**config.mk**
```make
export PLATFORM = sky130hd
export DESIGN_NAME = bundleDecoder
export DESIGN_NICKNAME = d
export VERILOG_FILES = /design/src/decodePkg.sv /design/src/slotIf.sv /design/src/templateUnpack.sv /design/src/instrDecoder.sv /design/src/decodeLatch.sv /design/src/bundleDecoder.sv
export SDC_FILE = /design/constraint.sdc
export NUM_CORES = 1
export LEC_CHECK = 0
export ABC_AREA = 1
export BUFFER_PORTS_ARGS = -buffer_cell sky130_fd_sc_hd__buf_2
export CAP_MARGIN = 20
export CORE_AREA = 2 2 159 161
export CTS_CLUSTER_DIAMETER = 50
export DETAILED_ROUTE_END_ITERATION = 10
export DIE_AREA = 0 0 161 163
export GPL_TIMING_DRIVEN = 0
export PLACE_DENSITY = 0.67
export REMOVE_ABC_BUFFERS = 1
export SETUP_SLACK_MARGIN = 0.02
export SLEW_MARGIN = 40
export SYNTH_ARGS = -nofsm -noshare
export SYNTH_HDL_FRONTEND = slang
export SYNTH_SLANG_ARGS = --single-unit
export TNS_END_PERCENT = 30
```
**constraint.sdc**
```tcl
create_clock -name clk -period 6.2 [get_ports clk]
set_input_delay 0 -clock clk [delete_from_list [all_inputs] [get_ports clk]]
set_output_delay 0 -clock clk [all_outputs]
set_load 0.05 [all_outputs]
```
**src/decodePkg.sv**
```systemverilog
// Shared widths, encodings and tables for the bundle decode stage.
// A bundle is a 5-bit template plus three 40-bit slots; bits 127:125 are unused.
// Only templates 0 to 7 are defined, every other template is illegal.
// The template table marks memory slots as LUNIT, the unpacker turns
// them into SUNIT when the store bit is set.
// The decode word is a plain 27-bit vector, field positions are the DW_ constants.
package decodePkg;

	// ==========================================================================
	// Widths and types
	// ==========================================================================
	localparam int INSTR_W = 40;
	localparam int BUNDLE_W = 128;
	localparam int UNIT_W = 3;
	localparam int TEMPLATE_W = 5;
	localparam int RT_W = 7;
	localparam int MEMSZ_W = 3;
	localparam int CONST_W = 64;
	localparam int DW_W = 27;
	localparam int NUM_SLOTS = 3;
	localparam int NUM_TEMPLATES = 8;

	typedef logic [INSTR_W-1:0] instr_t;
	typedef logic [BUNDLE_W-1:0] bundle_t;
	typedef logic [UNIT_W-1:0] unit_t;
	typedef logic [TEMPLATE_W-1:0] template_t;
	// Bit 6 selects the float register file
	typedef logic [RT_W-1:0] regTgt_t;
	typedef logic [MEMSZ_W-1:0] memSize_t;
	typedef logic [CONST_W-1:0] const_t;
	typedef logic [DW_W-1:0] decodeWord_t;

	// Execution units
	localparam unit_t NONE = 3'd0;
	localparam unit_t BUNIT = 3'd1;
	localparam unit_t IUNIT = 3'd2;
	localparam unit_t FUNIT = 3'd3;
	localparam unit_t LUNIT = 3'd4;
	localparam unit_t SUNIT = 3'd5;

	// Access sizes, codes 0 to 4 equal the memory op4 low bits
	localparam memSize_t SZ_BYTE = 3'd0;
	localparam memSize_t SZ_WYDE = 3'd1;
	localparam memSize_t SZ_TETRA = 3'd2;
	localparam memSize_t SZ_OCTA = 3'd4;
	localparam memSize_t SZ_DECI = 3'd5;

	// ==========================================================================
	// Instruction and bundle fields
	// ==========================================================================
	localparam int OP4_HI = 9;
	localparam int OP4_LO = 6;
	localparam int RD_HI = 5;
	localparam int RD_LO = 0;
	localparam int RS1_HI = 15;
	localparam int RS1_LO = 10;
	localparam int FUNCT5_HI = 26;
	localparam int FUNCT5_LO = 22;
	localparam int STOREBIT = 34;

	localparam int TEMPLATE_HI = 4;
	localparam int TEMPLATE_LO = 0;
	// Low bit of each slot inside the bundle
	localparam int SLOT_LO [NUM_SLOTS] = '{5, 45, 85};

	// B-unit op4
	localparam logic [3:0] OP_BEQ = 4'd0;
	localparam logic [3:0] OP_BNE = 4'd1;
	localparam logic [3:0] OP_JAL = 4'd2;
	localparam logic [3:0] OP_RET = 4'd3;
	localparam logic [3:0] OP_BLT = 4'd4;
	localparam logic [3:0] OP_BRK = 4'd5;
	localparam logic [3:0] OP_BGE = 4'd6;
	localparam logic [3:0] OP_BBC = 4'd7;
	localparam logic [3:0] OP_RTI = 4'd8;
	localparam logic [3:0] OP_JMP = 4'd9;
	localparam logic [3:0] OP_CHK = 4'd10;
	localparam logic [3:0] OP_CHKI = 4'd11;
	// Variants under OP_RTI, picked by funct5
	localparam logic [4:0] FN_RTI = 5'd0;
	localparam logic [4:0] FN_SEI = 5'd1;
	localparam logic [4:0] FN_WAIT = 5'd2;
	localparam logic [4:0] FN_SYNC = 5'd3;

	// I-unit, F-unit and memory op4
	localparam logic [3:0] OP_R3 = 4'd2;
	localparam logic [3:0] OP_MULI = 4'd12;
	localparam logic [3:0] OP_DIVI = 4'd13;
	localparam logic [3:0] OP_FLT2 = 4'd1;
	localparam logic [4:0] FN_FSYNC = 5'd16;
	localparam logic [3:0] OP_PUSH = 4'd15;

	// Slot units per template, LUNIT stands for any memory slot
	localparam unit_t TEMPLATE_UNITS [NUM_TEMPLATES][NUM_SLOTS] = '{
		'{LUNIT, IUNIT, IUNIT},
		'{LUNIT, LUNIT, IUNIT},
		'{LUNIT, FUNIT, IUNIT},
		'{LUNIT, IUNIT, BUNIT},
		'{LUNIT, BUNIT, BUNIT},
		'{BUNIT, BUNIT, BUNIT},
		'{LUNIT, LUNIT, FUNIT},
		'{LUNIT, FUNIT, BUNIT}
	};

	// ==========================================================================
	// Decode word layout, unit in the top bits down to oddball in bit 0
	// ==========================================================================
	localparam int DW_UNIT_LO = 24;
	localparam int DW_RT_LO = 17;
	localparam int DW_MEMSZ_LO = 14;
	localparam int DW_HASCONST = 13;
	localparam int DW_ISLOAD = 12;
	localparam int DW_ISSTORE = 11;
	localparam int DW_ISBRANCH = 10;
	localparam int DW_ISJAL = 9;
	localparam int DW_ISRET = 8;
	localparam int DW_ISBRK = 7;
	localparam int DW_ISRTI = 6;
	localparam int DW_BTUPDATE = 5;
	localparam int DW_CANEXCEPT = 4;
	localparam int DW_RFW = 3;
	localparam int DW_PRELOAD = 2;
	localparam int DW_SYNC = 1;
	localparam int DW_ODDBALL = 0;

endpackage

```
**src/slotIf.sv**
```systemverilog
// One instruction slot between the unpacker, its decoder and the output latch.
// Purely combinational signals, no clock travels on this interface.
// The unpacker drives instr and unit, the decoder drives dec and imm.
`timescale 1ns/10ps

interface slotIf;

	// From templateUnpack
	decodePkg::instr_t instr;
	decodePkg::unit_t unit;

	// From instrDecoder
	decodePkg::decodeWord_t dec;
	decodePkg::const_t imm;

	modport unpack
	(
		output instr,
		output unit
	);

	modport decoder
	(
		input instr,
		input unit,
		output dec,
		output imm
	);

	modport latch
	(
		input dec,
		input imm
	);

endinterface

```
**src/templateUnpack.sv**
```systemverilog
// Splits a bundle into its three slots and assigns each slot a unit.
// Combinational, zero cycles.
// Memory slots become SUNIT when the slot's store bit is set, else LUNIT.
// An illegal template (8 to 31) gives every slot NONE and raises illegal,
// the slot instructions are still passed on unchanged.
`timescale 1ns/10ps

module templateUnpack
(
	input decodePkg::bundle_t bundle,
	output logic illegal,
	slotIf.unpack s0,
	slotIf.unpack s1,
	slotIf.unpack s2
);

	decodePkg::template_t tmpl;
	decodePkg::instr_t slotInstr [decodePkg::NUM_SLOTS];
	decodePkg::unit_t slotUnit [decodePkg::NUM_SLOTS];

	assign tmpl = bundle[decodePkg::TEMPLATE_HI:decodePkg::TEMPLATE_LO];
	assign illegal = tmpl >= decodePkg::template_t'(decodePkg::NUM_TEMPLATES);

	// ==========================================================================
	// Slot split and unit lookup
	// ==========================================================================
	always_comb
	begin
		for (int i = 0; i < decodePkg::NUM_SLOTS; i++)
		begin
			slotInstr[i] = bundle[decodePkg::SLOT_LO[i] +: decodePkg::INSTR_W];
			if (illegal)
			begin
				slotUnit[i] = decodePkg::NONE;
			end
			else
			begin
				slotUnit[i] = decodePkg::TEMPLATE_UNITS[tmpl[2:0]][i];
				// Table only says "memory", the store bit picks the direction
				if (slotUnit[i] == decodePkg::LUNIT && slotInstr[i][decodePkg::STOREBIT])
				begin
					slotUnit[i] = decodePkg::SUNIT;
				end
			end
		end
	end

	assign s0.instr = slotInstr[0];
	assign s0.unit = slotUnit[0];
	assign s1.instr = slotInstr[1];
	assign s1.unit = slotUnit[1];
	assign s2.instr = slotInstr[2];
	assign s2.unit = slotUnit[2];

	// A legal template never leaves a slot without a unit
	always_comb
	begin
		assert final (illegal
			|| (slotUnit[0] != decodePkg::NONE
			&& slotUnit[1] != decodePkg::NONE
			&& slotUnit[2] != decodePkg::NONE))
		else
			$error("templateUnpack: legal template %0d left a slot with unit NONE", tmpl);
	end

endmodule

```
**src/instrDecoder.sv**
```systemverilog
// Combinational decode of one slot into a decode word and a 64-bit constant.
// The register target comes from the instruction's RD field, never from outside.
// Unit NONE gives an all-zero word and constant, debugOn included.
// memSize is only meaningful for memory slots and reads zero elsewhere.
// Constants are sign-extended from bit 39 of the instruction.
`timescale 1ns/10ps

module instrDecoder
(
	input logic debugOn,
	slotIf.decoder slot
);

	decodePkg::instr_t instr;
	decodePkg::unit_t unit;
	logic [decodePkg::OP4_HI-decodePkg::OP4_LO:0] op4;
	logic [decodePkg::RD_HI-decodePkg::RD_LO:0] rd;
	logic [decodePkg::FUNCT5_HI-decodePkg::FUNCT5_LO:0] funct5;

	// Unit qualifiers
	logic isB;
	logic isI;
	logic isF;
	logic isLd;
	logic isSt;
	logic isMem;

	// Instruction qualifiers
	logic isPush;
	logic isJal;
	logic isRet;
	logic isBrk;
	logic isRtiGrp;
	logic isRti;
	logic isSei;
	logic isSyncOp;
	logic isChk;
	logic isChki;
	logic isCondBr;
	logic isR3;
	logic isMulDiv;
	logic isFsync;

	decodePkg::regTgt_t rt;
	decodePkg::memSize_t memSize;
	decodePkg::decodeWord_t dec;
	decodePkg::const_t imm;

	assign instr = slot.instr;
	assign unit = slot.unit;
	assign op4 = instr[decodePkg::OP4_HI:decodePkg::OP4_LO];
	assign rd = instr[decodePkg::RD_HI:decodePkg::RD_LO];
	assign funct5 = instr[decodePkg::FUNCT5_HI:decodePkg::FUNCT5_LO];

	assign isB = unit == decodePkg::BUNIT;
	assign isI = unit == decodePkg::IUNIT;
	assign isF = unit == decodePkg::FUNIT;
	assign isLd = unit == decodePkg::LUNIT;
	assign isSt = unit == decodePkg::SUNIT;
	assign isMem = isLd || isSt;

	// ==========================================================================
	// Opcode recognition
	// ==========================================================================
	// PUSH may arrive as a load or a store slot
	assign isPush = isMem && op4 == decodePkg::OP_PUSH;
	assign isJal = isB && op4 == decodePkg::OP_JAL;
	assign isRet = isB && op4 == decodePkg::OP_RET;
	assign isBrk = isB && op4 == decodePkg::OP_BRK;
	assign isRtiGrp = isB && op4 == decodePkg::OP_RTI;
	assign isRti = isRtiGrp && funct5 == decodePkg::FN_RTI;
	assign isSei = isRtiGrp && funct5 == decodePkg::FN_SEI;
	assign isSyncOp = isRtiGrp && funct5 == decodePkg::FN_SYNC;
	assign isChk = isB && op4 == decodePkg::OP_CHK;
	assign isChki = isB && op4 == decodePkg::OP_CHKI;
	assign isCondBr = isB && (op4 == decodePkg::OP_BEQ || op4 == decodePkg::OP_BNE
		|| op4 == decodePkg::OP_BLT || op4 == decodePkg::OP_BGE
		|| op4 == decodePkg::OP_BBC);
	assign isR3 = isI && op4 == decodePkg::OP_R3;
	assign isMulDiv = isI && (op4 == decodePkg::OP_MULI || op4 == decodePkg::OP_DIVI);
	assign isFsync = isF && op4 == decodePkg::OP_FLT2 && funct5 == decodePkg::FN_FSYNC;

	// Register target, float file flagged in bit 6
	always_comb
	begin
		if (isF)
			rt = {1'b1, rd};
		else if (isI || isLd || isPush || isJal || isRet || isSei)
			rt = {1'b0, rd};
		else
			rt = '0;
	end

	// Size codes 0 to 4 match the op4 low bits, the rest is deci
	always_comb
	begin
		memSize = '0;
		if (isMem)
		begin
			case (op4[2:0])
				decodePkg::SZ_BYTE,
				decodePkg::SZ_WYDE,
				decodePkg::SZ_TETRA,
				decodePkg::SZ_OCTA:
					memSize = op4[2:0];
				default:
					memSize = decodePkg::SZ_DECI;
			endcase
		end
	end

	// Constant field layout depends on the slot kind
	always_comb
	begin
		if (isLd)
			imm = {{44{instr[39]}}, instr[39:35], instr[30:16]};
		else if (isSt || isChki)
			imm = {{44{instr[39]}}, instr[39:35], instr[30:22], instr[5:0]};
		else if (unit != decodePkg::NONE)
			imm = {{42{instr[39]}}, instr[39:33], instr[30:16]};
		else
			imm = '0;
	end

	// ==========================================================================
	// Decode word
	// ==========================================================================
	always_comb
	begin
		dec = '0;
		if (unit != decodePkg::NONE)
		begin
			dec[decodePkg::DW_UNIT_LO +: decodePkg::UNIT_W] = unit;
			dec[decodePkg::DW_RT_LO +: decodePkg::RT_W] = rt;
			dec[decodePkg::DW_MEMSZ_LO +: decodePkg::MEMSZ_W] = memSize;
			// Only CHKI and JAL carry a constant among B-unit ops
			dec[decodePkg::DW_HASCONST] = !isR3 && !isPush && !(isB && !isChki && !isJal);
			dec[decodePkg::DW_ISLOAD] = isLd;
			dec[decodePkg::DW_ISSTORE] = isSt;
			dec[decodePkg::DW_ISBRANCH] = isCondBr;
			dec[decodePkg::DW_ISJAL] = isJal;
			dec[decodePkg::DW_ISRET] = isRet;
			dec[decodePkg::DW_ISBRK] = isBrk;
			dec[decodePkg::DW_ISRTI] = isRti;
			// Targets the branch predictor cannot know ahead of time
			dec[decodePkg::DW_BTUPDATE] = isJal || isRet || isBrk || isRti;
			dec[decodePkg::DW_CANEXCEPT] = debugOn || isBrk || isChk || isChki
				|| isMulDiv || isMem;
			dec[decodePkg::DW_RFW] = rt != '0 && !isFsync;
			dec[decodePkg::DW_PRELOAD] = isLd && rd == '0;
			dec[decodePkg::DW_SYNC] = isSyncOp || isRti || isBrk;
			dec[decodePkg::DW_ODDBALL] = isRti || isSei || isF;
		end
	end

	assign slot.dec = dec;
	assign slot.imm = imm;

	always_comb
	begin
		assert final (!(slot.dec[decodePkg::DW_ISLOAD] && slot.dec[decodePkg::DW_ISSTORE]))
		else
			$error("instrDecoder: slot decoded as both load and store");
	end

endmodule

```
**src/decodeLatch.sv**
```systemverilog
// Single register stage holding one decoded bundle for issue.
// A bundle is taken on a rising edge with bundleValid high and stall low.
// While stall is high every output holds and the inputs are ignored,
// so the source has to keep its bundle steady until it is taken.
// Only decValid and illegal are reset; the words and constants are not.
`timescale 1ns/10ps

module decodeLatch
(
	input logic clk,
	input logic reset,
	input logic bundleValid,
	input logic stall,
	input logic illegalIn,
	slotIf.latch s0,
	slotIf.latch s1,
	slotIf.latch s2,
	output logic decValid,
	output logic illegal,
	output decodePkg::decodeWord_t slot0Dec,
	output decodePkg::decodeWord_t slot1Dec,
	output decodePkg::decodeWord_t slot2Dec,
	output decodePkg::const_t slot0Imm,
	output decodePkg::const_t slot1Imm,
	output decodePkg::const_t slot2Imm
);

	logic take;

	assign take = bundleValid && !stall;

	// ==========================================================================
	// Control state
	// ==========================================================================
	always_ff @(posedge clk)
	begin
		if (reset)
		begin
			decValid <= 1'b0;
			illegal <= 1'b0;
		end
		else if (!stall)
		begin
			// An idle cycle empties the stage
			decValid <= bundleValid;
			illegal <= bundleValid && illegalIn;
		end
	end

	// Payload, loaded only on a take
	always_ff @(posedge clk)
	begin
		if (take)
		begin
			slot0Dec <= s0.dec;
			slot1Dec <= s1.dec;
			slot2Dec <= s2.dec;
			slot0Imm <= s0.imm;
			slot1Imm <= s1.imm;
			slot2Imm <= s2.imm;
		end
	end

	// ==========================================================================
	// Checks
	// ==========================================================================
	assert property (@(posedge clk) reset |=> !decValid)
	else
		$error("decodeLatch: decValid high in the cycle after reset");

endmodule

```
**src/bundleDecoder.sv**
```systemverilog
// Decode stage top level: unpack, three slot decoders and one output register.
// Latency is one cycle from a take to decValid, the stage holds one bundle.
// There is no handshake; stall holds the outputs and the source must hold
// its bundle. debugOn marks every decoded slot as able to raise an exception.
`timescale 1ns/10ps

module bundleDecoder
(
	input logic clk,
	input logic reset,
	input logic bundleValid,
	input decodePkg::bundle_t bundle,
	input logic stall,
	input logic debugOn,
	output logic decValid,
	output logic illegal,
	output decodePkg::decodeWord_t slot0Dec,
	output decodePkg::decodeWord_t slot1Dec,
	output decodePkg::decodeWord_t slot2Dec,
	output decodePkg::const_t slot0Imm,
	output decodePkg::const_t slot1Imm,
	output decodePkg::const_t slot2Imm
);

	logic tmplIllegal;

	slotIf slot0Bus ();
	slotIf slot1Bus ();
	slotIf slot2Bus ();

	templateUnpack tmplUnpack
	(
		.bundle(bundle),
		.illegal(tmplIllegal),
		.s0(slot0Bus),
		.s1(slot1Bus),
		.s2(slot2Bus)
	);

	// One decoder per slot
	instrDecoder slotDec0
	(
		.debugOn(debugOn),
		.slot(slot0Bus)
	);

	instrDecoder slotDec1
	(
		.debugOn(debugOn),
		.slot(slot1Bus)
	);

	instrDecoder slotDec2
	(
		.debugOn(debugOn),
		.slot(slot2Bus)
	);

	decodeLatch outLatch
	(
		.clk(clk),
		.reset(reset),
		.bundleValid(bundleValid),
		.stall(stall),
		.illegalIn(tmplIllegal),
		.s0(slot0Bus),
		.s1(slot1Bus),
		.s2(slot2Bus),
		.decValid(decValid),
		.illegal(illegal),
		.slot0Dec(slot0Dec),
		.slot1Dec(slot1Dec),
		.slot2Dec(slot2Dec),
		.slot0Imm(slot0Imm),
		.slot1Imm(slot1Imm),
		.slot2Imm(slot2Imm)
	);

endmodule

```
# Word-level counts from Yosys, hierarchy flattened
# Memory sizes are Yosys's and may differ from the RTL's.
# Cells that the tools add are included.
# word_totals
regBits,275
latch_bits,0
mem_bits_rw,0
rom_bits,72
input_bits,133
output_inout_bits,275
n_memories,1
# op_classes
n_addsub,0
n_mul,0
n_div,0
n_lt_le_gt_ge,2
n_eq_ne,75
n_shift,0
muxes,26
n_bitwise,1
reduce_logical,186
# memory_table
name,depth,width,rd,rd_clocked_by_memory_dff,write_ports,line,rtl
(name not given),8,9,1,0,0,templateUnpack.sv:38,slotUnit[i] = decodePkg::TEMPLATE_UNITS[tmpl[2:0]][i];
# ops
operator,count
$mux W64,9
$eq A4 B4 Y1 const B,18
$logic_or A1 B1 Y1,72
$logic_and A1 B1 Y1,68
$eq A4 B3 Y1 const B,12
$eq A3 B3 Y1 const B,12
$eq A3 B2 Y1 const B,9
$mux W3,9
$eq A4 B2 Y1 const B,6
$mux W7,3
$reduce_bool A7 Y1,3
$logic_not A1 Y1,19
$eq A3 B1 Y1 const B,6
$logic_not A6 Y1,3
$mux W6,3
$mux W9,2
$eq A5 B1 Y1 const B,3
$eq A5 B2 Y1 const B,3
$eq A5 B5 Y1 const B,3
$logic_not A5 Y1,3
$eq A4 B1 Y1 const B,3
$logic_not A4 Y1,3
$reduce_or A4 Y1,3
$logic_not A3 Y1,3
6 further kinds,12

# Logic depth before layout (Yosys ltp)
# Gate-level depths: netlist of run 1.
# depth
ltp_word,19
mapped_depth,11

# Cells and area by module
# Synthesis of run 1 repeated with hierarchy kept, for this count alone.
# unflattened
hier_cells,1013
area_unflattened_um2,12364.4
# by_module_without_submodules
mod,instances,cells_each,area_per_inst_um2
decodeLatch,1,283,8271.7
instrDecoder,3,194,1016.0
templateUnpack,1,148,1044.8

# Worst setup path after synthesis of run 1
# Ideal clock, no wire load.
# synth_path
path_type,input port to flip-flop
from,input port stall
to,register outLatch.slot0Dec[0] (enable)
arrival_time_ps,2773
required_time_ps,5708
path_slack_ps,2935
cell_stages,3
path_buffers,0
path_cell_list,inv_1 nand2_1 inv_1
# synth_via
elab_chain_len,2
# synth_lines
element,line,rtl
"start, declared",bundleDecoder.sv:13,"input logic stall,"
$logic_not A1 Y1,-,
$logic_and A1 B1 Y1,decodeLatch.sv:30,assign take = bundleValid && !stall;
via outLatch.take,decodeLatch.sv:28,logic take;
"end signal, assigned",decodeLatch.sv:55,slot0Dec <= s0.dec;
"end, declared",decodeLatch.sv:20,"output decodePkg::decodeWord_t slot0Dec,"
# The timed path passes the listed nets, and every way through them passes these cells.
# A chain may end at the register's enable or synchronous reset.

# Final worst setup path of run 1
# layout_path
from,input port bundle[53]
to,"register outLatch.slot1Imm[5], data pin"
# layout_via
elab_chain_len,5
# layout_lines
element,line,rtl
"start, declared",bundleDecoder.sv:12,"input decodePkg::bundle_t bundle,"
$eq A4 B4 Y1,instrDecoder.sv:75,assign isChki = isB && op4 == decodePkg::OP_CHKI;
$logic_and A1 B1 Y1,instrDecoder.sv:75,
$logic_or A1 B1 Y1,instrDecoder.sv:117,else if (isSt || isChki)
$mux W64,instrDecoder.sv:117,
$mux W64,instrDecoder.sv:115,if (isLd)
via outLatch.s1.imm[5],slotIf.sv:33,input imm
"end signal, assigned",decodeLatch.sv:59,slot1Imm <= s1.imm;
"end, declared",decodeLatch.sv:24,"output decodePkg::const_t slot1Imm,"
# The timed path passes the listed nets, and every way through them passes these cells.

==> metrics, run 1 <==
Net Switching=1.080 mW; post-synthesis sequential area ratio=57.95%; count leader, synth=edfxtp_1; Mapped Area=7219 µm²; Final Net Count=1,202; depth of the CTS H-tree=4; drt drc=0; reg2reg setup slack=~5.0 ns; Worst R2R Start=outLatch.decValid; via count=6,035; CP Cell Sequence=dlygate4sd3_1, buf_2, nor2_1, nand3_2, nand2_4, nand2_2, nand3_1, o21ai_1, dlygate4sd3_1; Initial Utilization=29.26%; worst skew pair latency=approximately 0.42 ns; die span in y=163 µm; clock skew=0 ns; Clock power frac=36.0%; area leader, netlist=edfxtp_1; synth top area cells=edfxtp_1 57%, buf_4 14%, inv_1 5.2%, nor2_1 4.7%, nand2_1 3.0%; ratio of final minimum period to clock period=32.31%; Reg2Reg Depth=3; placed wire-length estimate=14,740 µm; # IOs=408; outcome=finished, final reports clean; drt pass-1 iters=6; fillers=2,376; total chip power=2.905 mW; GR Util met1=17.66%; Area Growth Syn to Fin=42.82%; Clock Root Buffer=clkbuf_16; CP bufs+invs=3; TritonCTS clock tree=done; GR peak layer=met2; Die W=161 µm; number of global-route vias before repair=5,537; worst hold start=bundle[92]; Die ar.=26,240 µm²; grt ovf=0; top cell type's share of synthesized area=57.40%; worst slew pin tran=~0.65 ns; max_slew headroom=a little under three fifths; Syn Inst Count=701; Post-synth top flop=edfxtp_1; CTS Buf Count=17; Core Rows=58; Worst R2R End=outLatch.decValid; Yosys cell types=39; Final Util=41.79%; final worst slack=4.197 ns; Setup Buffers After CTS=0; delay-heaviest family, CP=buffers and inverters; met2 GRT Util=28.19%; DRT Wirelength=21,090 µm; maximum resistive drop on vdd=approximately 0.17 mV; WHS Path Cells=3; overall routing resource usage=15.33%; Post-synth EDFFs=138; CTS Buffer Depth=2; DRT antenna net count=0; area of the multi-input gates=1603 µm²; async set-reset flop share out of synthesis=0%; share of layout cells above drive strength 1=about 41%; clk sinks=140; final hold vios=0; synthesized area per cell=10.30 µm²; Vias/cell=4.271; CP Class=in2reg; Pleak=~4.6 nW; Reg area=4184 µm²; post-route insts no fill=approximately 1.4k; part of the power in combinational logic=25.4%; Hold Path End=outLatch.slot2Dec[8]; crit path DAT=2.17 ns; Place WS=around 4.4 ns; most used cell, CP=dlygate4sd3_1; RD Place Congestion=0.8446; Max stage delay cell, worst path=dlygate4sd3_1; hold slack=0.02608 ns; GR Util met3=3.565%; Cell Pwr Density=281.8 nW/µm²; largest net degree at the start of global routing=49; Core ar.=24,670 µm²; Seq pwr share=38.6%; Min-Delay Path Class=in2reg; Worst path max stage delay=approximately 0.57 ns; Sw Share=37.19%; Worst Setup End Kind=register; initial antenna violation count=1; Req. time, crit path=~6.4 ns; Clock transition at path regs=around 0.070 ns; Max Cap Viol=0; Max Freq=0.4992 GHz; Yosys warnings=0; Setup Viol. Count Final=0; worst-path fanout max=12; number of I/O port buffers=371; 1st-iter DRT viols=397; Critical Path Start Type=primary input; first-pass GRT wire length=30,460 µm; WL/cell=between 10 and 15 µm; #FFs+latches synth=140; Synth top cells by count=138 x edfxtp_1, 135 x buf_4, 100 x inv_1, 90 x nor2_1, 58 x nand2_1; Cells after DPL=1,270; Internal Power=1.825 mW; final slew viol count=0; RSZ-0062 raised after global routing=no; Crit. path cell count=9; minimum clock period=between 2 and 2.5 ns
[metrics by stage]
step / instance area, µm² / setup TNS, ns
after detailed placement: 8583 / 0
after global placement: 8456 / 0
after global routing: 10310 / 0
final: 10310 / 0
after floorplan: 6186 / -918.12
after CTS: 10270 / 0
[state kept, by name, indices dropped and copies added, names as in the netlist]
register and flops:
outLatch.decValid 1, outLatch.slot0Imm 22, outLatch.slot2Dec 20, outLatch.illegal 1
outLatch.slot1Imm 22, outLatch.slot2Imm 22, outLatch.slot1Dec 27, outLatch.slot0Dec 25
[area by class of cell]
type / count / share of cell area (%)
clock inverters: 15 / 1.857
clock buffers: 17 / 4.126
diodes: 1 / 0.02427
well taps: 330 / 4.004
flip-flops and latches: 140 / 40.58
inverters: 108 / 4.041
repair buffers: 485 / 29.83
multi-input cells: 317 / 15.54
[power groups by stage]
| stage | registers [mW] | logic (mW) | clock network, mW |
|---|---|---|---|
| 2_1_floorplan | 1.54 | 0.0953 | 0 |
| 3_3_place_gp | 1.15 | 0.664 | 0 |
| 3_5_place_dp | 1.15 | 0.677 | 0 |
| 4_1_cts | 1.13 | 0.729 | 1.08 |
| 5_1_grt | 1.13 | 0.774 | 1.12 |
| 6_report | 1.12 | 0.738 | 1.05 |
[logic make-up after synthesis]
group	count (synthesis)	synth area share, %
buf+inv	252	20.40
simple gates	236	15.82
flops	140	57.95
compound gates	72	5.772
other cells	1	0.05194
[layer usage]
metal,up-vias,routed length (µm)
li1,2923,-
met1,2810,8229
met2,280,11250
met3,22,1258
met4,0,353
met5,-,0
[what timing repair did]
action / CTS / global route
endpoints found under the hold margin: 94 / 0
hold buffers: 107 / 0
resized for setup: 0 / 0
setup endpoints to repair: 0 / 0
[worst max path at each step]
stage / start / end / slack (ns)
2_1_floorplan: outLatch.slot0Imm[62] / slot0Imm[21] / -7.12
5_1_grt: bundle[53] / outLatch.slot1Imm[5] / 4.10
6_report: bundle[53] / outLatch.slot1Imm[5] / 4.20
3_3_place_gp: stall / outLatch.slot1Imm[8] / 1.53
4_1_cts: bundle[53] / outLatch.slot1Imm[0] / 4.25
3_5_place_dp: bundle[3] / outLatch.slot2Imm[19] / 4.38
[tightest hold or removal path, stage by stage]
cell	delay (ns)
buf_2	0.14
nand2_1	0.08
nor3_1	0.05
[cells in the final DEF (no fill, tap or decap), types with 3 or more instances in the layout]
master,count
nand4_1,9
clkinv_4,3
nor3_1,8
buf_16,4
nor2_2,6
inv_1,99
nand2_4,3
dlygate4sd3_1,107
nand2_2,5
inv_2,6
clkinv_8,6
o21ai_1,22
o21ai_0,20
edfxtp_1,138
nor2_4,4
buf_2,371
nor2_1,90
o31ai_1,5
nand2_1,58
nand3_2,6
conb_1,9
a21oi_1,10
nand3_1,40
o22ai_1,5
inv_8,7
clkbuf_16,17
Power figures use the tool's default switching activity.
==> inputs of run 2 (changes only) <==
==> constraint.sdc (replaced) <==
create_clock -name clk -period 1.93 [get_ports clk]
set_input_delay 0 -clock clk [delete_from_list [all_inputs] [get_ports clk]]
set_output_delay 0 -clock clk [all_outputs]
set_load 0.05 [all_outputs]
==> metrics, run 2 (same netlist as run 1, synthesis figures left out) <==
Core ar.=24,670 µm²; dpl cell area=8583 µm²; Core Rows=58; Critical Path Start Type=primary input; total chip power=9.341 mW; Reg area=4184 µm²; Max Cap Viol=0; via count=approximately 6.1k; commonest non-fill, non-tap cell in the layout=buf_2; Setup Buffers After CTS=0; drt drc=0; Reg2Reg Depth=3; final slew viol count=0; hold slack=0.02610 ns; depth of the CTS H-tree=4; minimum clock period=1.816 ns; die span in y=163 µm; most used cell, CP=dlygate4sd3_1; outcome=finished, final reports clean; Area Growth Syn to Fin=43.08%; Clock transition at path regs=~0.080 ns; Cell Pwr Density=904.3 nW/µm²; placed wire-length estimate=14,740 µm; biggest regs=outLatch.slot1Dec x27, outLatch.slot0Dec x25; CP Class=in2reg; Setup TNS Final=0 ns; RSZ-0062 raised after global routing=no; design area=10,330 µm²; max reg flops=27; Initial Utilization=29.26%; fillers=~2.4k; Worst path max stage delay=0.57 ns; CTS Buf Count=17; Place WS=0.1084 ns; grt ovf=0; most frequent cells in the layout=371 x buf_2, 138 x edfxtp_1, 107 x dlygate4sd3_1; WL/cell=roughly 15 µm; initial antenna violation count=1; Setup Viol. Count Final=0; RD Place Congestion=approximately 0.84; CP endpoint=outLatch.slot0Imm[3]; clock skew=0 ns; worst skew pair latency=0.42 ns; largest net degree at the start of global routing=49; # IOs=408; largest reg by FF count=outLatch.slot1Dec; final worst slack=0.1136 ns; drt pass-1 iters=5; Min-Delay Path Class=in2reg; DRT antenna net count=0; Pleak=4.619 nW; Crit. Startpoint=bundle[13]; Die W=161 µm; first-pass GRT wire length=just over 30,000 µm; crit path DAT=just under 2 ns; ratio of final minimum period to clock period=94.11%; Worst Setup End Kind=register; clk sinks=140; maximum resistive drop on vdd=approximately 0.54 mV; reg2reg setup slack=0.73 ns; area of the multi-input gates=1622 µm²; TritonCTS clock tree=done; number of global-route vias before repair=5,541; overall routing resource usage=15.32%; Die ar.=26,240 µm²; Clock Root Buffer=clkbuf_16; Worst R2R End=outLatch.decValid; number of I/O port buffers=371; share of layout cells above drive strength 1=41.59%; worst-path fanout max=8; CP Cell Sequence=dlygate4sd3_1, buf_2, inv_1, nand2_2, nor2_2, nor2_4, o21ai_0, o21ai_1, dlygate4sd3_1; Max Freq=0.5505 GHz; Vias/cell=4.299; CTS Buffer Depth=2; Max stage delay cell, worst path=dlygate4sd3_1; 1st-iter DRT viols=443; Final Net Count=1,202; DRT Wirelength=21,180 µm; Worst R2R Start=outLatch.decValid; final hold vios=0; Req. time, crit path=2.10 ns
run 2: stage by stage:
| step | util (%) | std cells |
|---|---|---|
| finish | 41.87 | 1413 |
| global route | 41.87 | 1413 |
| CTS | 41.63 | 1409 |
| detailed placement | 34.79 | 1270 |
| global placement | 34.27 | 1266 |
| floorplan | - | 565 |
run 2: cell type report:
class                      instances  share of cell area (%)
timing repair buffer             485                   29.77
clock inverter                    15                   1.853
clock buffer                      17                   4.118
inverter                         108                   4.033
multi-input combinational        317                   15.70
sequential                       140                   40.50
antenna                            1                 0.02422
tap                              330                   3.997
run 2: what timing repair did:
action                     in CTS  in global routing
hold endpoints to repair       94                  0
hold buffers                  107                  0
resized for setup               0                  5
setup endpoints to repair       0                 12
run 2: worst max-delay path: cells and delay by family:
| kind | cells | cell delay [ns] |
|---|---|---|
| simple gates | 3 | 0.34 |
| buf+inv | 4 | 1.40 |
| compound gates | 2 | 0.24 |
run 2: worst min path at each step:
stage                from  cells past startpoint  slack, ns                    end
6_report       bundle[92]                      3       0.03   outLatch.slot2Dec[8]
5_1_grt        bundle[52]                      3       0.01  outLatch.slot1Dec[15]
4_1_cts        bundle[52]                      3      0.003  outLatch.slot1Dec[15]
3_5_place_dp        reset                      2       0.18      outLatch.decValid
3_3_place_gp        reset                      2       0.17      outLatch.decValid
2_1_floorplan       reset                      1       0.07      outLatch.decValid
run 2: routing by layer:
metal | track usage [%] | vias to the layer above | share of wire [%]
li1 | - | 2927 | -
met1 | 17.62 | 2836 | 39
met2 | 28.19 | 291 | 53
met3 | 3.565 | 20 | 6.2
met4 | 4.789 | 0 | 1.6
met5 | 0 | - | 0
run 2: power breakdown:
group          switching, mW  total (mW)  internal (mW)
Combinational           1.82        2.38          0.556
Clock                   1.60        3.37           1.77
Sequential            0.0597        3.60           3.54
==> inputs of run 3 (changes only) <==
--- a/config.mk
+++ b/config.mk
@@ -6,14 +6,14 @@
 export NUM_CORES = 1
 export LEC_CHECK = 0
 export ABC_AREA = 1
-export BUFFER_PORTS_ARGS = -buffer_cell sky130_fd_sc_hd__buf_2
 export CAP_MARGIN = 20
-export CORE_AREA = 2 2 159 161
+export CORE_AREA = 2 2 160 162
 export CTS_CLUSTER_DIAMETER = 50
 export DETAILED_ROUTE_END_ITERATION = 10
-export DIE_AREA = 0 0 161 163
+export DIE_AREA = 0 0 162 164
+export DONT_BUFFER_PORTS = 1
 export GPL_TIMING_DRIVEN = 0
-export PLACE_DENSITY = 0.67
+export PLACE_DENSITY = 0.53
 export REMOVE_ABC_BUFFERS = 1
 export SETUP_SLACK_MARGIN = 0.02
 export SLEW_MARGIN = 40
==> metrics, run 3 (same netlist as run 1, synthesis figures left out) <==
WL/cell=18.50 µm; final slew viol count=0; Vias/cell=about 4.5; placed wire-length estimate=14,550 µm; crit path DAT=between 5 and 6 ns; most frequent cells in the layout=138 x edfxtp_1, 124 x dlygate4sd3_1, 99 x inv_1; share of layout cells above drive strength 1=~17%; WHS Path Cells=2; Max Cap Viol=0; clock skew=0 ns; Internal Power=between 5 and 6 mW; DRT Wirelength=20,690 µm; first-pass GRT wire length=just under 30,000 µm; initial antenna violation count=1; Setup Viol. Count Final=101; largest net degree at the start of global routing=54; clk sinks=140; n_diodes=0; Clock power frac=about a third; Pleak=4.158 nW; commonest non-fill, non-tap cell in the layout=edfxtp_1; outcome=complete, but fails checks; Min-Delay Path Class=in2reg; largest reg by FF count=outLatch.slot1Dec; CTS Buffer Depth=2; Clock transition at path regs=roughly 0.070 ns; Cells after DPL=961; post-route insts no fill=approximately 1.1k; TritonCTS clock tree=done; # IOs=408; max_slew headroom=a little under three fifths; Initial Utilization=29.09%; worst skew pair latency=0.41 ns; Crit. Startpoint=outLatch.slot1Imm[62]; Final Net Count=a little over 900; reg2reg setup slack=approximately 0.38 ns; max reg flops=27; Worst R2R End=outLatch.illegal; worst-path fanout max=3; overall routing resource usage=between 10% and 20%; RSZ-0062 raised after global routing=yes; maximum resistive drop on vdd=between 0.3 and 0.4 mV; CP Class=reg2out; biggest regs=outLatch.slot1Dec x27, outLatch.slot0Dec x25; part of the power in combinational logic=19.6%; worst slew pin tran=0.6740 ns; final worst slack=-3.468 ns; Core ar.=roughly 25,000 µm²; 1st-iter DRT viols=385; number of global-route vias before repair=~5.0k; depth of the CTS H-tree=4; Clock Root Buffer=clkbuf_16; Critical Path Start Type=register; RD Place Congestion=0.8659; Worst R2R Start=outLatch.illegal; Net Switching=3.311 mW; CTS Buf Count=17; drt drc=0; failing checks=setup timing; Seq pwr share=46.6%; DRT antenna net count=0; Req. time, crit path=1.93 ns; ratio of final minimum period to clock period=279.7%; Hold Path End=outLatch.slot0Dec[14]; number of I/O port buffers=0; grt ovf=0; worst hold start=bundle[12]; Reg2Reg Depth=3; hold slack=0.01512 ns; minimum clock period=5.398 ns; via count=4,997; Max Freq=0.1853 GHz; Worst Setup End Kind=primary output; final hold vios=0; Cell Pwr Density=902.8 nW/µm²; Die W=162 µm; Die ar.=26,570 µm²; Area Growth Syn to Fin=41.82%; Core Rows=58; Setup Buffers After CTS=0; Sw Share=between 30% and 40%; drt pass-1 iters=6; die span in y=164 µm
run 3: layer usage:
metal,global-route usage [%],vias to the layer above,share of wire [%]
met3,5.379,26,8.8
met5,0,-,0.063
met4,4.948,2,1.7
met2,26.58,259,53
li1,-,2351,-
met1,16.79,2359,37
run 3: critical path, cell delays in order, from the launching register on:
cell	delay (ns)
edfxtp_1	0.78
buf_16	0.26
buf_16	0.20
buf_16	0.20
buf_16	0.20
buf_16	0.20
buf_16	0.20
buf_16	0.19
buf_16	0.20
buf_16	0.19
buf_16	0.19
buf_16	0.19
buf_16	0.19
buf_16	0.19
buf_16	0.19
buf_16	0.19
buf_16	0.19
buf_16	0.19
buf_16	0.19
buf_16	0.19
buf_16	0.19
buf_16	0.18
run 3: worst max-delay path by stage:
stage | to | slack (ns) | cells after the start
finish | slot1Imm[30] | -3.47 | 21
global placement | slot1Imm[31] | -11.69 | 0
CTS | slot1Imm[31] | -3.51 | 21
global route | slot1Imm[31] | -3.61 | 21
floorplan | slot0Imm[21] | -11.39 | 0
detailed placement | slot1Imm[30] | -3.03 | 21
run 3: cell type report:
type,instances,area (µm²)
clock inverter,15,128.9
inverter,108,416.7
tap,330,412.9
multi-input combinational,317,1625
timing repair buffer,191,3045
clock buffer,17,425.4
fill,2296,14580
sequential,140,4184
run 3: power groups by stage:
stage	sequential (mW)	clock [mW]	combinational, mW
final	4.31	3.12	1.81
after global routing	4.33	3.36	1.90
after CTS	4.32	3.23	1.81
after detailed placement	4.38	0	1.59
after global placement	5.03	0	0.407
after floorplan	4.96	0	0.306
run 3: repair_timing:
action	CTS	global route
resized for setup	2	8
hold endpoints to repair	128	0
hold buffers	125	0
endpoints found under the setup margin	104	123
run 3: per-stage QoR:
stage          TNS [ns]  power, mW  utilization [%]  area [µm²]  setup WS (ns)
3_5_place_dp     -95.58      5.971            33.84        8398         -3.029
3_3_place_gp   -1914.77      5.432            26.59        6599         -11.69
2_1_floorplan  -1654.36      5.266                -        6186         -11.39
6_report        -132.46      9.244            41.25       10240         -3.468
5_1_grt         -142.43      9.582            41.25       10240         -3.607
4_1_cts         -138.19      9.359            41.17       10220         -3.507
